File: src/common/srcPkg.sv
package srcPkg;

    localparam int wordW = 32;                  // bus and register width
    localparam int regCount = 16;               // general registers r0..r15
    localparam int regIdxW = $clog2(regCount);  // G field width
    localparam int memAddrW = 9;                // 512 memory words
    localparam int constW = 19;                 // immediate field width

    // Mini SRC opcode encodings
    typedef enum logic [4:0] {
        opLd   = 5'b00000,
        opSt   = 5'b00010,
        opAdd  = 5'b00011,
        opSub  = 5'b00100,
        opAnd  = 5'b00101,
        opOr   = 5'b00110,
        opAddi = 5'b01100,
        opMul  = 5'b01111,
        opIn   = 5'b10110,
        opOut  = 5'b10111,
        opMfhi = 5'b11000,
        opMflo = 5'b11001,
        opHalt = 5'b11011
    } opcodeT;

    typedef enum logic [2:0] {
        aluAdd  = 3'd0,  // zero so an idle control word adds
        aluSub  = 3'd1,
        aluAnd  = 3'd2,
        aluOr   = 3'd3,
        aluMul  = 3'd4,
        aluInc4 = 3'd5   // pc increment
    } aluOpT;

    typedef struct packed {
        logic [4:0]                       opcode;
        logic [regIdxW-1:0]               ra;
        logic [regIdxW-1:0]               rb;
        logic [regIdxW-1:0]               rc;
        logic [wordW-5-3*regIdxW-1:0]     pad;     // unused low bits
    } rFormT;

    typedef struct packed {
        logic [4:0]         opcode;
        logic [regIdxW-1:0] ra;
        logic [regIdxW-1:0] rb;
        logic [constW-1:0]  c;       // sign extended on the bus
    } iFormT;

    // one instruction word, two decodings
    typedef union packed {
        rFormT rForm;
        iFormT iForm;
    } instrU;

    typedef struct packed {
        logic  gra;
        logic  grb;
        logic  grc;
        logic  rout;
        logic  baOut;      // rb as base, r0 reads zero
        logic  pcOut;
        logic  hiOut;
        logic  loOut;
        logic  zHighOut;
        logic  zLowOut;
        logic  mdrOut;
        logic  cOut;
        logic  inPortOut;
        logic  rin;
        logic  pcIn;
        logic  irIn;
        logic  yIn;
        logic  zIn;
        logic  hiIn;       // loads from z high
        logic  loIn;       // loads from z low
        logic  marIn;
        logic  mdrIn;
        logic  outPortIn;
        logic  memRead;
        logic  memWrite;
        aluOpT aluOp;
    } ctrlWordT;

    typedef struct packed {
        logic [memAddrW-1:0] addr;   // word address
        logic [wordW-1:0]    wdata;
        logic                write;
    } memReqT;

endpackage

File: src/datapath/regFile.sv
`timescale 1ns/1ps

module regFile
    import srcPkg::*;
(
    input  logic             clock,
    input  logic             rst,
    input  instrU            ir,
    input  logic             gra,
    input  logic             grb,
    input  logic             grc,
    input  logic             rin,
    input  logic             rout,
    input  logic             baOut,
    input  logic [wordW-1:0] busIn,
    output logic [wordW-1:0] busOut
);

    logic [wordW-1:0]   regs [regCount];
    logic [regIdxW-1:0] sel;   // index picked by the G signals

    always_comb begin
        sel = '0;
        if (gra) begin
            sel = ir.rForm.ra;
        end else if (grb) begin
            sel = ir.rForm.rb;
        end else if (grc) begin
            sel = ir.rForm.rc;
        end
    end

    always_comb begin
        busOut = '0;
        if (baOut && sel == '0) begin
            busOut = '0;   // base address mode, r0 is zero
        end else if (rout || baOut) begin
            busOut = regs[sel];
        end
    end

    always_ff @(posedge clock) begin
        if (rst) begin
            for (int i = 0; i < regCount; i++) begin
                regs[i] <= '0;
            end
        end else if (rin) begin
            regs[sel] <= busIn;
        end
    end

endmodule

File: src/datapath/srcAlu.sv
`timescale 1ns/1ps

module srcAlu
    import srcPkg::*;
(
    input  aluOpT              aluOp,
    input  logic [wordW-1:0]   a,        // y register
    input  logic [wordW-1:0]   b,        // bus
    output logic [2*wordW-1:0] result    // into z
);

    logic signed [2*wordW-1:0] product;
    logic [wordW-1:0]          sum;
    logic [wordW-1:0]          diff;

    // operands widen signed before the multiply
    assign product = $signed(a) * $signed(b);
    assign sum = a + b;
    assign diff = a - b;

    always_comb begin
        result = '0;
        case (aluOp)
            aluAdd: begin
                result = {{wordW{1'b0}}, sum};    // wraps mod 2^32
            end
            aluSub: begin
                result = {{wordW{1'b0}}, diff};
            end
            aluAnd: begin
                result = {{wordW{1'b0}}, a & b};
            end
            aluOr: begin
                result = {{wordW{1'b0}}, a | b};
            end
            aluMul: begin
                result = product;                 // hi half for HI, lo half for LO
            end
            aluInc4: begin
                result = {{wordW{1'b0}}, b + wordW'(4)};   // next pc
            end
            default: begin
                result = '0;
            end
        endcase
    end

endmodule

File: src/datapath/srcDatapath.sv
`timescale 1ns/1ps

module srcDatapath
    import srcPkg::*;
(
    input  logic                clock,
    input  logic                rst,
    input  ctrlWordT            ctrl,
    input  logic [wordW-1:0]    inPort,
    output logic [wordW-1:0]    outPort,
    output instrU               ir,
    output logic [memAddrW-1:0] marOut,
    output logic [wordW-1:0]    mdrOut,
    input  logic [wordW-1:0]    rdata,
    input  logic                mdrLoad
);

    logic [wordW-1:0]    bus;
    logic [wordW-1:0]    pc;
    logic [wordW-1:0]    y;         // first alu operand
    logic [2*wordW-1:0]  z;
    logic [wordW-1:0]    hi;
    logic [wordW-1:0]    lo;
    logic [memAddrW-1:0] mar;       // word address
    logic [wordW-1:0]    mdr;
    logic [wordW-1:0]    inReg;     // sampled input port
    logic [wordW-1:0]    cSext;
    logic [wordW-1:0]    rfBus;
    logic [2*wordW-1:0]  aluResult;

    assign cSext = {{(wordW-constW){ir.iForm.c[constW-1]}}, ir.iForm.c};
    assign marOut = mar;
    assign mdrOut = mdr;

    regFile i_regFile (
        .clock  (clock),
        .rst    (rst),
        .ir     (ir),
        .gra    (ctrl.gra),
        .grb    (ctrl.grb),
        .grc    (ctrl.grc),
        .rin    (ctrl.rin),
        .rout   (ctrl.rout),
        .baOut  (ctrl.baOut),
        .busIn  (bus),
        .busOut (rfBus)
    );

    srcAlu i_alu (
        .aluOp  (ctrl.aluOp),
        .a      (y),
        .b      (bus),
        .result (aluResult)
    );

    // one source drives the bus per step
    always_comb begin
        bus = '0;
        if (ctrl.rout || ctrl.baOut) begin
            bus = rfBus;
        end else if (ctrl.pcOut) begin
            bus = pc;
        end else if (ctrl.hiOut) begin
            bus = hi;
        end else if (ctrl.loOut) begin
            bus = lo;
        end else if (ctrl.zLowOut) begin
            bus = z[wordW-1:0];
        end else if (ctrl.mdrOut) begin
            bus = mdr;
        end else if (ctrl.cOut) begin
            bus = cSext;
        end else if (ctrl.inPortOut) begin
            bus = inReg;
        end
    end

    always_ff @(posedge clock) begin
        if (rst) begin
            pc <= '0;   // fetch starts at address 0
        end else if (ctrl.pcIn) begin
            pc <= bus;
        end
    end

    always_ff @(posedge clock) begin
        if (ctrl.irIn) ir <= bus;
        if (ctrl.yIn) y <= bus;
        if (ctrl.zIn) z <= aluResult;
        if (ctrl.hiIn) hi <= z[2*wordW-1:wordW];   // straight from z
        if (ctrl.loIn) lo <= z[wordW-1:0];
        if (ctrl.marIn) mar <= bus[memAddrW+1:2];  // byte address to word
        if (mdrLoad) begin
            mdr <= rdata;    // memory read data wins
        end else if (ctrl.mdrIn) begin
            mdr <= bus;
        end
        if (ctrl.outPortIn) outPort <= bus;
        inReg <= inPort;
    end

endmodule

File: src/hdl/controlUnit.sv
`timescale 1ns/1ps

module controlUnit
    import srcPkg::*;
(
    input  logic     clock,
    input  logic     rst,
    input  instrU    ir,
    input  logic     done,
    output ctrlWordT ctrl,
    output logic     start,
    output logic     outStrobe,
    output logic     halted
);

    typedef enum logic [3:0] {
        sIdle, sT0, sT1, sT2, sT3, sT4, sT5, sT6, sT7, sMemWait, sHaltStop
    } stepT;

    stepT   step;
    stepT   retStep;   // step taken once memWait sees done
    opcodeT op;
    logic   isMem;     // ld or st

    assign op = opcodeT'(ir.rForm.opcode);   // ir is stable from T3 on
    assign isMem = (op == opLd) || (op == opSt);
    assign start = ctrl.memRead | ctrl.memWrite;   // such steps last one cycle

    always_ff @(posedge clock) begin
        if (rst) begin
            step <= sIdle;        // all control fields low during reset
            retStep <= sT2;
            outStrobe <= 1'b0;
            halted <= 1'b0;
        end else begin
            outStrobe <= ctrl.outPortIn;   // cycle after outPort loads
            case (step)
                sIdle: step <= sT0;
                sT0: step <= sT1;
                sT1: begin
                    step <= sMemWait;     // instruction fetch
                    retStep <= sT2;
                end
                sMemWait: begin
                    if (done) begin
                        step <= retStep;
                    end
                end
                sT2: step <= sT3;
                sT3: begin
                    case (op)
                        opLd, opSt, opAdd, opSub, opAnd, opOr, opAddi, opMul: step <= sT4;
                        opHalt: begin
                            step <= sHaltStop;
                            halted <= 1'b1;   // sticky until reset
                        end
                        default: step <= sT0;  // mfhi mflo in out, unknown codes act as nop
                    endcase
                end
                sT4: step <= sT5;
                sT5: step <= isMem ? sT6 : sT0;
                sT6: begin
                    if (op == opLd) begin
                        step <= sMemWait;
                        retStep <= sT7;   // then mdr to ra
                    end else begin
                        step <= sT7;
                    end
                end
                sT7: begin
                    if (op == opSt) begin
                        step <= sMemWait;
                        retStep <= sT0;
                    end else begin
                        step <= sT0;
                    end
                end
                sHaltStop: step <= sHaltStop;
                default: step <= sIdle;
            endcase
        end
    end

    always_comb begin
        ctrl = '0;   // memWait and haltStop keep every enable low
        case (step)
            sT0: begin
                ctrl.pcOut = 1'b1;
                ctrl.marIn = 1'b1;
                ctrl.aluOp = aluInc4;   // pc + 4 into z
                ctrl.zIn = 1'b1;
            end
            sT1: begin
                ctrl.zLowOut = 1'b1;
                ctrl.pcIn = 1'b1;
                ctrl.memRead = 1'b1;
            end
            sT2: begin
                ctrl.mdrOut = 1'b1;
                ctrl.irIn = 1'b1;
            end
            sT3: begin
                case (op)
                    opMfhi: begin
                        ctrl.hiOut = 1'b1;
                        ctrl.gra = 1'b1;
                        ctrl.rin = 1'b1;
                    end
                    opMflo: begin
                        ctrl.loOut = 1'b1;
                        ctrl.gra = 1'b1;
                        ctrl.rin = 1'b1;
                    end
                    opIn: begin
                        ctrl.inPortOut = 1'b1;
                        ctrl.gra = 1'b1;
                        ctrl.rin = 1'b1;
                    end
                    opOut: begin
                        ctrl.gra = 1'b1;
                        ctrl.rout = 1'b1;
                        ctrl.outPortIn = 1'b1;
                    end
                    opLd, opSt: begin
                        ctrl.grb = 1'b1;
                        ctrl.baOut = 1'b1;   // r0 base gives c alone
                        ctrl.yIn = 1'b1;
                    end
                    opAdd, opSub, opAnd, opOr, opAddi, opMul: begin
                        ctrl.grb = 1'b1;
                        ctrl.rout = 1'b1;
                        ctrl.yIn = 1'b1;
                    end
                    default: ;
                endcase
            end
            sT4: begin
                ctrl.zIn = 1'b1;
                case (op)
                    opSub: ctrl.aluOp = aluSub;
                    opAnd: ctrl.aluOp = aluAnd;
                    opOr: ctrl.aluOp = aluOr;
                    opMul: ctrl.aluOp = aluMul;
                    default: ctrl.aluOp = aluAdd;   // add addi ld st
                endcase
                if (isMem || op == opAddi) begin
                    ctrl.cOut = 1'b1;
                end else begin
                    ctrl.grc = 1'b1;
                    ctrl.rout = 1'b1;
                end
            end
            sT5: begin
                if (op == opMul) begin
                    ctrl.hiIn = 1'b1;
                    ctrl.loIn = 1'b1;
                end else if (isMem) begin
                    ctrl.zLowOut = 1'b1;
                    ctrl.marIn = 1'b1;   // effective address
                end else begin
                    ctrl.zLowOut = 1'b1;
                    ctrl.gra = 1'b1;
                    ctrl.rin = 1'b1;
                end
            end
            sT6: begin
                if (op == opLd) begin
                    ctrl.memRead = 1'b1;
                end else begin
                    ctrl.gra = 1'b1;     // store data into mdr
                    ctrl.rout = 1'b1;
                    ctrl.mdrIn = 1'b1;
                end
            end
            sT7: begin
                if (op == opSt) begin
                    ctrl.memWrite = 1'b1;
                end else begin
                    ctrl.mdrOut = 1'b1;
                    ctrl.gra = 1'b1;
                    ctrl.rin = 1'b1;
                end
            end
            default: ;
        endcase
    end

endmodule

File: src/hdl/memPort.sv
`timescale 1ns/1ps

module memPort
    import srcPkg::*;
(
    input  logic                clock,
    input  logic                rst,
    input  logic                start,
    input  logic [memAddrW-1:0] address,
    input  logic [wordW-1:0]    wdata,
    input  logic                write,
    output logic                done,
    output logic                mdrLoad,
    output logic                req,
    output memReqT              memReq,
    input  logic                ack
);

    typedef enum logic [1:0] {
        idle,
        waitAck,       // req high, slave busy
        waitRelease    // req dropped, ack still high
    } portStateT;

    portStateT state;

    assign mdrLoad = (state == waitAck) && ack && !memReq.write;   // rdata valid with ack
    assign done = (state == waitRelease) && !ack;                // handshake closed

    always_ff @(posedge clock) begin
        if (rst) begin
            state <= idle;
            req <= 1'b0;
        end else begin
            case (state)
                idle: begin
                    if (start) begin
                        req <= 1'b1;
                        state <= waitAck;
                    end
                end
                waitAck: begin
                    if (ack) begin
                        req <= 1'b0;
                        state <= waitRelease;
                    end
                end
                waitRelease: begin
                    if (!ack) begin
                        state <= idle;
                    end
                end
                default: state <= idle;
            endcase
        end
    end

    // request held from start until the port is idle again
    always_ff @(posedge clock) begin
        if (state == idle && start) begin
            memReq.addr <= address;
            memReq.wdata <= wdata;
            memReq.write <= write;
        end
    end

endmodule

File: src/hdl/miniSrc.sv
`timescale 1ns/1ps

module miniSrc
    import srcPkg::*;
(
    input  logic             clock,
    input  logic             rst,
    input  logic [wordW-1:0] inPort,
    output logic [wordW-1:0] outPort,
    output logic             outStrobe,
    output logic             halted,
    output logic             req,
    output memReqT           memReq,
    input  logic             ack,
    input  logic [wordW-1:0] rdata
);

    ctrlWordT            ctrl;      // control word for the current step
    instrU               ir;
    logic                start;     // one cycle memory kick
    logic                done;
    logic                mdrLoad;   // read data strobe into mdr
    logic [memAddrW-1:0] marOut;
    logic [wordW-1:0]    mdrOut;

    controlUnit i_control (
        .clock     (clock),
        .rst       (rst),
        .ir        (ir),
        .done      (done),
        .ctrl      (ctrl),
        .start     (start),
        .outStrobe (outStrobe),
        .halted    (halted)
    );

    srcDatapath i_datapath (
        .clock   (clock),
        .rst     (rst),
        .ctrl    (ctrl),
        .inPort  (inPort),
        .outPort (outPort),
        .ir      (ir),
        .marOut  (marOut),
        .mdrOut  (mdrOut),
        .rdata   (rdata),
        .mdrLoad (mdrLoad)
    );

    memPort i_memPort (
        .clock   (clock),
        .rst     (rst),
        .start   (start),
        .address (marOut),
        .wdata   (mdrOut),
        .write   (ctrl.memWrite),   // high only in a store start step
        .done    (done),
        .mdrLoad (mdrLoad),
        .req     (req),
        .memReq  (memReq),
        .ack     (ack)
    );

endmodule

File: config.mk
export PLATFORM = sky130hd
export DESIGN_NAME = miniSrc
export DESIGN_NICKNAME = d
export VERILOG_FILES = /design/src/common/srcPkg.sv /design/src/datapath/regFile.sv /design/src/datapath/srcAlu.sv /design/src/datapath/srcDatapath.sv /design/src/hdl/controlUnit.sv /design/src/hdl/memPort.sv /design/src/hdl/miniSrc.sv
export SDC_FILE = /design/constraint.sdc
export NUM_CORES = 2
export LEC_CHECK = 0
export BUFFER_PORTS_ARGS = -buffer_cell sky130_fd_sc_hd__buf_4
export CORE_MARGIN = 10
export CORE_UTILIZATION = 50
export DETAILED_ROUTE_END_ITERATION = 8
export HOLD_SLACK_MARGIN = 0.12
export PLACE_DENSITY = 0.66
export REMOVE_ABC_BUFFERS = 1
export SYNTH_ARGS = -nofsm -noshare
export SYNTH_HDL_FRONTEND = slang
export SYNTH_SLANG_ARGS = --single-unit
File: constraint.sdc
create_clock -name clock -period 20.3 [get_ports clock]
set_clock_uncertainty 0.1 [all_clocks]
set_input_delay 3.045 -clock clock [delete_from_list [all_inputs] [get_ports clock]]
set_output_delay 3.045 -clock clock [all_outputs]
set_load 0.02 [all_outputs]
==> metrics.cfg <==
[run_status]
outcome = finished, final reports clean

[grt]
grt_max_degree = 148
grt_pass1_wl_um = 377300
grt_most_used_layer = met2
use_met2 = 0.4539
overflow = 0
grt_util_all_layers = 0.2948
antenna_found_initial = 10
grt_use_met1 = 0.3983
grt_pass1_vias = 58001
met3_usage = 0.06630

[route]
route.detailed.drc = 0
wl_per_cell_um = 26.75
dr.first_iter.drc_count = 7014
viasPerCell = 5.983
wl_um = 251100
drt-pass1-iter-count = 9
dr_total_vias = 56168
ant_nets = 0

[synth]
yosysTopAreaCellShare = 0.3177
yosysSeqAreaShare = 0.3374
netlist_top_cells_area = edfxtp_1, fa_1, inv_1, nand2_1, ha_1
synth_edf_count = 819
ys_types = 113
synthFlopType = edfxtp_1
avgSynthCellArea_um2 = 10.55
async_flop_share = 0
synth.cell_area_um2 = 77400
syn_inst = 7334
synth_seq_cells = 895
yosys_warnings = 0
yosysTopAreaCell = edfxtp_1

[floorplanning]
dieArea_um2 = 170900
start_util = 0.5025
coreArea_um2 = 154000
die_x_um = 413.5
fp-row-count = 144
pin_count = 144
die_h_um = 413.5

[timing]
setup_viol = 0
min_period_ns = 15.07
maxSlewHeadroom = 0.1731
rsz0062_at_grt = false
worst_slew_pin_slew_ns = 1.240
clock.fmax_mhz = 66.34
report.final.slew_viol_count = 0
final.period_utilization = 0.7425
hold_viol_final = 0
fin_tns_setup_ns = 0

[placed_design]
place_congestion = 0.9347
place_hpwl_um = 175100
portBuffers = 143
place_area_um2 = 80580

[clocking]
clkTransAtPathRegs_ns = 0.07
htreeDepth = 3
cts_buffer_depth = 3
clock_latency_ns = 0.74
cts_tree = built
cts_buffers = 98
cts-root-buf = clkbuf_16
clock-sinks = 895
cts-resized-gates = 0
hold_buffers = 0
cts_setup_buffers = 0

[cells_and_area]
regMostFlops = i_datapath.i_regFile.regs
design_area_um2 = 83820
layout_common_cells = fa_1, inv_1, nand2_1, edfxtp_1, nor2_1
final_common_cell = fa_1
final_nets = 8631
drive_gt1_frac = 0.08622
area_delta_synth_final_pct = 8.289
largestRegisters = i_datapath.i_regFile.regs (512), i_datapath.z (64), i_memPort.memReq (42)
largest_reg_flops = 512

[power_and_ir_drop]
combPwrFrac = 0.747
vdd_ir_drop_max_uv = 387.0
sw_frac_of_total = 0.4985
p_clk_frac = 0.116
p_seq_frac = 0.137
p_leak_nw = 35.86
power_density_nw_per_um2 = 187.4
power.internal_mw = 7.877
p_switching_mw = 7.831

[setup_path]
crit_slowest_cell = a41oi_2
critPathMaxFanout = 37
cpMostUsedCell = fa_1
cp.arrival_ns = 15.55
crit_path_end_kind = register
critPathMaxStageDelay_ns = 0.97
start_kind = register
crit_required_ns = 20.77
worstSetupPathType = reg -> reg

[hold_path]
min_path_type = reg -> reg

[flow_run]
cap_violations = 0

## metrics by stage
stage | hold WS [ns] | total power, mW | utilization | std cells | setup slack (ns)
global placement | 0.3014 | 13.63 | 0.5231 | 9205 | 5.953
global route | 0.3215 | 17.18 | 0.5441 | 9386 | 4.611
finish | 0.3079 | 15.71 | 0.5441 | 9388 | 5.227
CTS | 0.3158 | 15.64 | 0.5441 | 9386 | 5.633
detailed placement | 0.3052 | 13.76 | 0.5231 | 9205 | 5.650
floorplan | 0.3003 | 10.80 | - | 6846 | 0.8452
## cell usage after synthesis (19+ instances only)
cell type  count
fa_1        1083
inv_1       1030
nand2_1      900
edfxtp_1     819
nor2_1       566
and2_1       354
clkbuf_1     351
nor2b_1      308
ha_1         220
a21oi_1      182
mux2i_1      164
nand3_1      107
xnor2_1       99
o21ai_0       89
dfxtp_1       76
a21o_1        54
nor3_1        54
buf_2         52
mux2_2        51
buf_1         50
xor2_1        48
nand2b_1      46
a211oi_1      45
o22ai_1       39
and3_1        38
a31oi_1       37
maj3_1        29
nand4_1       28
a221oi_1      24
o21a_1        19
## final cells by class
| class | count | area, µm² |
|---|---|---|
| Clock inverter | 47 | 445.4 |
| Tap cell | 2044 | 2557 |
| Fill cell | 13260 | 70230 |
| Sequential cell | 895 | 26120 |
| Multi-Input combinational cell | 4906 | 45600 |
| Timing Repair Buffer | 315 | 2377 |
| Inverter | 1045 | 3923 |
| Clock buffer | 134 | 2793 |
| Antenna cell | 2 | 5.005 |
## power groups by stage
stage | Combinational [mW] | Sequential, mW | Clock, mW
floorplan | 8.62 | 2.18 | 0
global placement | 11.4 | 2.19 | 0
detailed placement | 11.6 | 2.19 | 0
CTS | 11.7 | 2.15 | 1.83
global route | 13.1 | 2.16 | 1.90
finish | 11.7 | 2.16 | 1.82
## cell families after synthesis
family / share of synthesized area
adders and majority gates: 0.3194
DFF: 0.3374
buffers and inverters: 0.07780
xor gates and xnor gates: 0.01663
AOI/OAI and AO/OA: 0.06506
and+or+nand+nor: 0.1545
muxes: 0.02921
## final timing paths
check,slack [ns],end,cells after the start,startpoint
max,5.23,i_datapath.z[63],42,i_control.step[0]
max reg2reg,5.23,i_datapath.z[63],42,i_control.step[0]
min reg2reg,0.31,i_datapath.hi[12],0,i_datapath.z[44]
min,0.31,i_datapath.hi[12],0,i_datapath.z[44]
## routing by layer
layer / up-vias / part of all wire
met5: - / 0.00011
li1: 23421 / -
met2: 3395 / 0.45
met4: 4 / 0.055
met3: 643 / 0.12
met1: 28705 / 0.38
## critical path, delay by kind of cell (launching register included)
kind                     cells  cell delay (ns)
flip-flops                   1             0.77
AND/OR/NAND/NOR             10             3.14
buffers and inverters       10             2.10
AO/OA/AOI/OAI               13             4.89
adder cells (fa/ha/maj)      9             3.87
No activity file was read; power rests on OpenSTA's default activity.
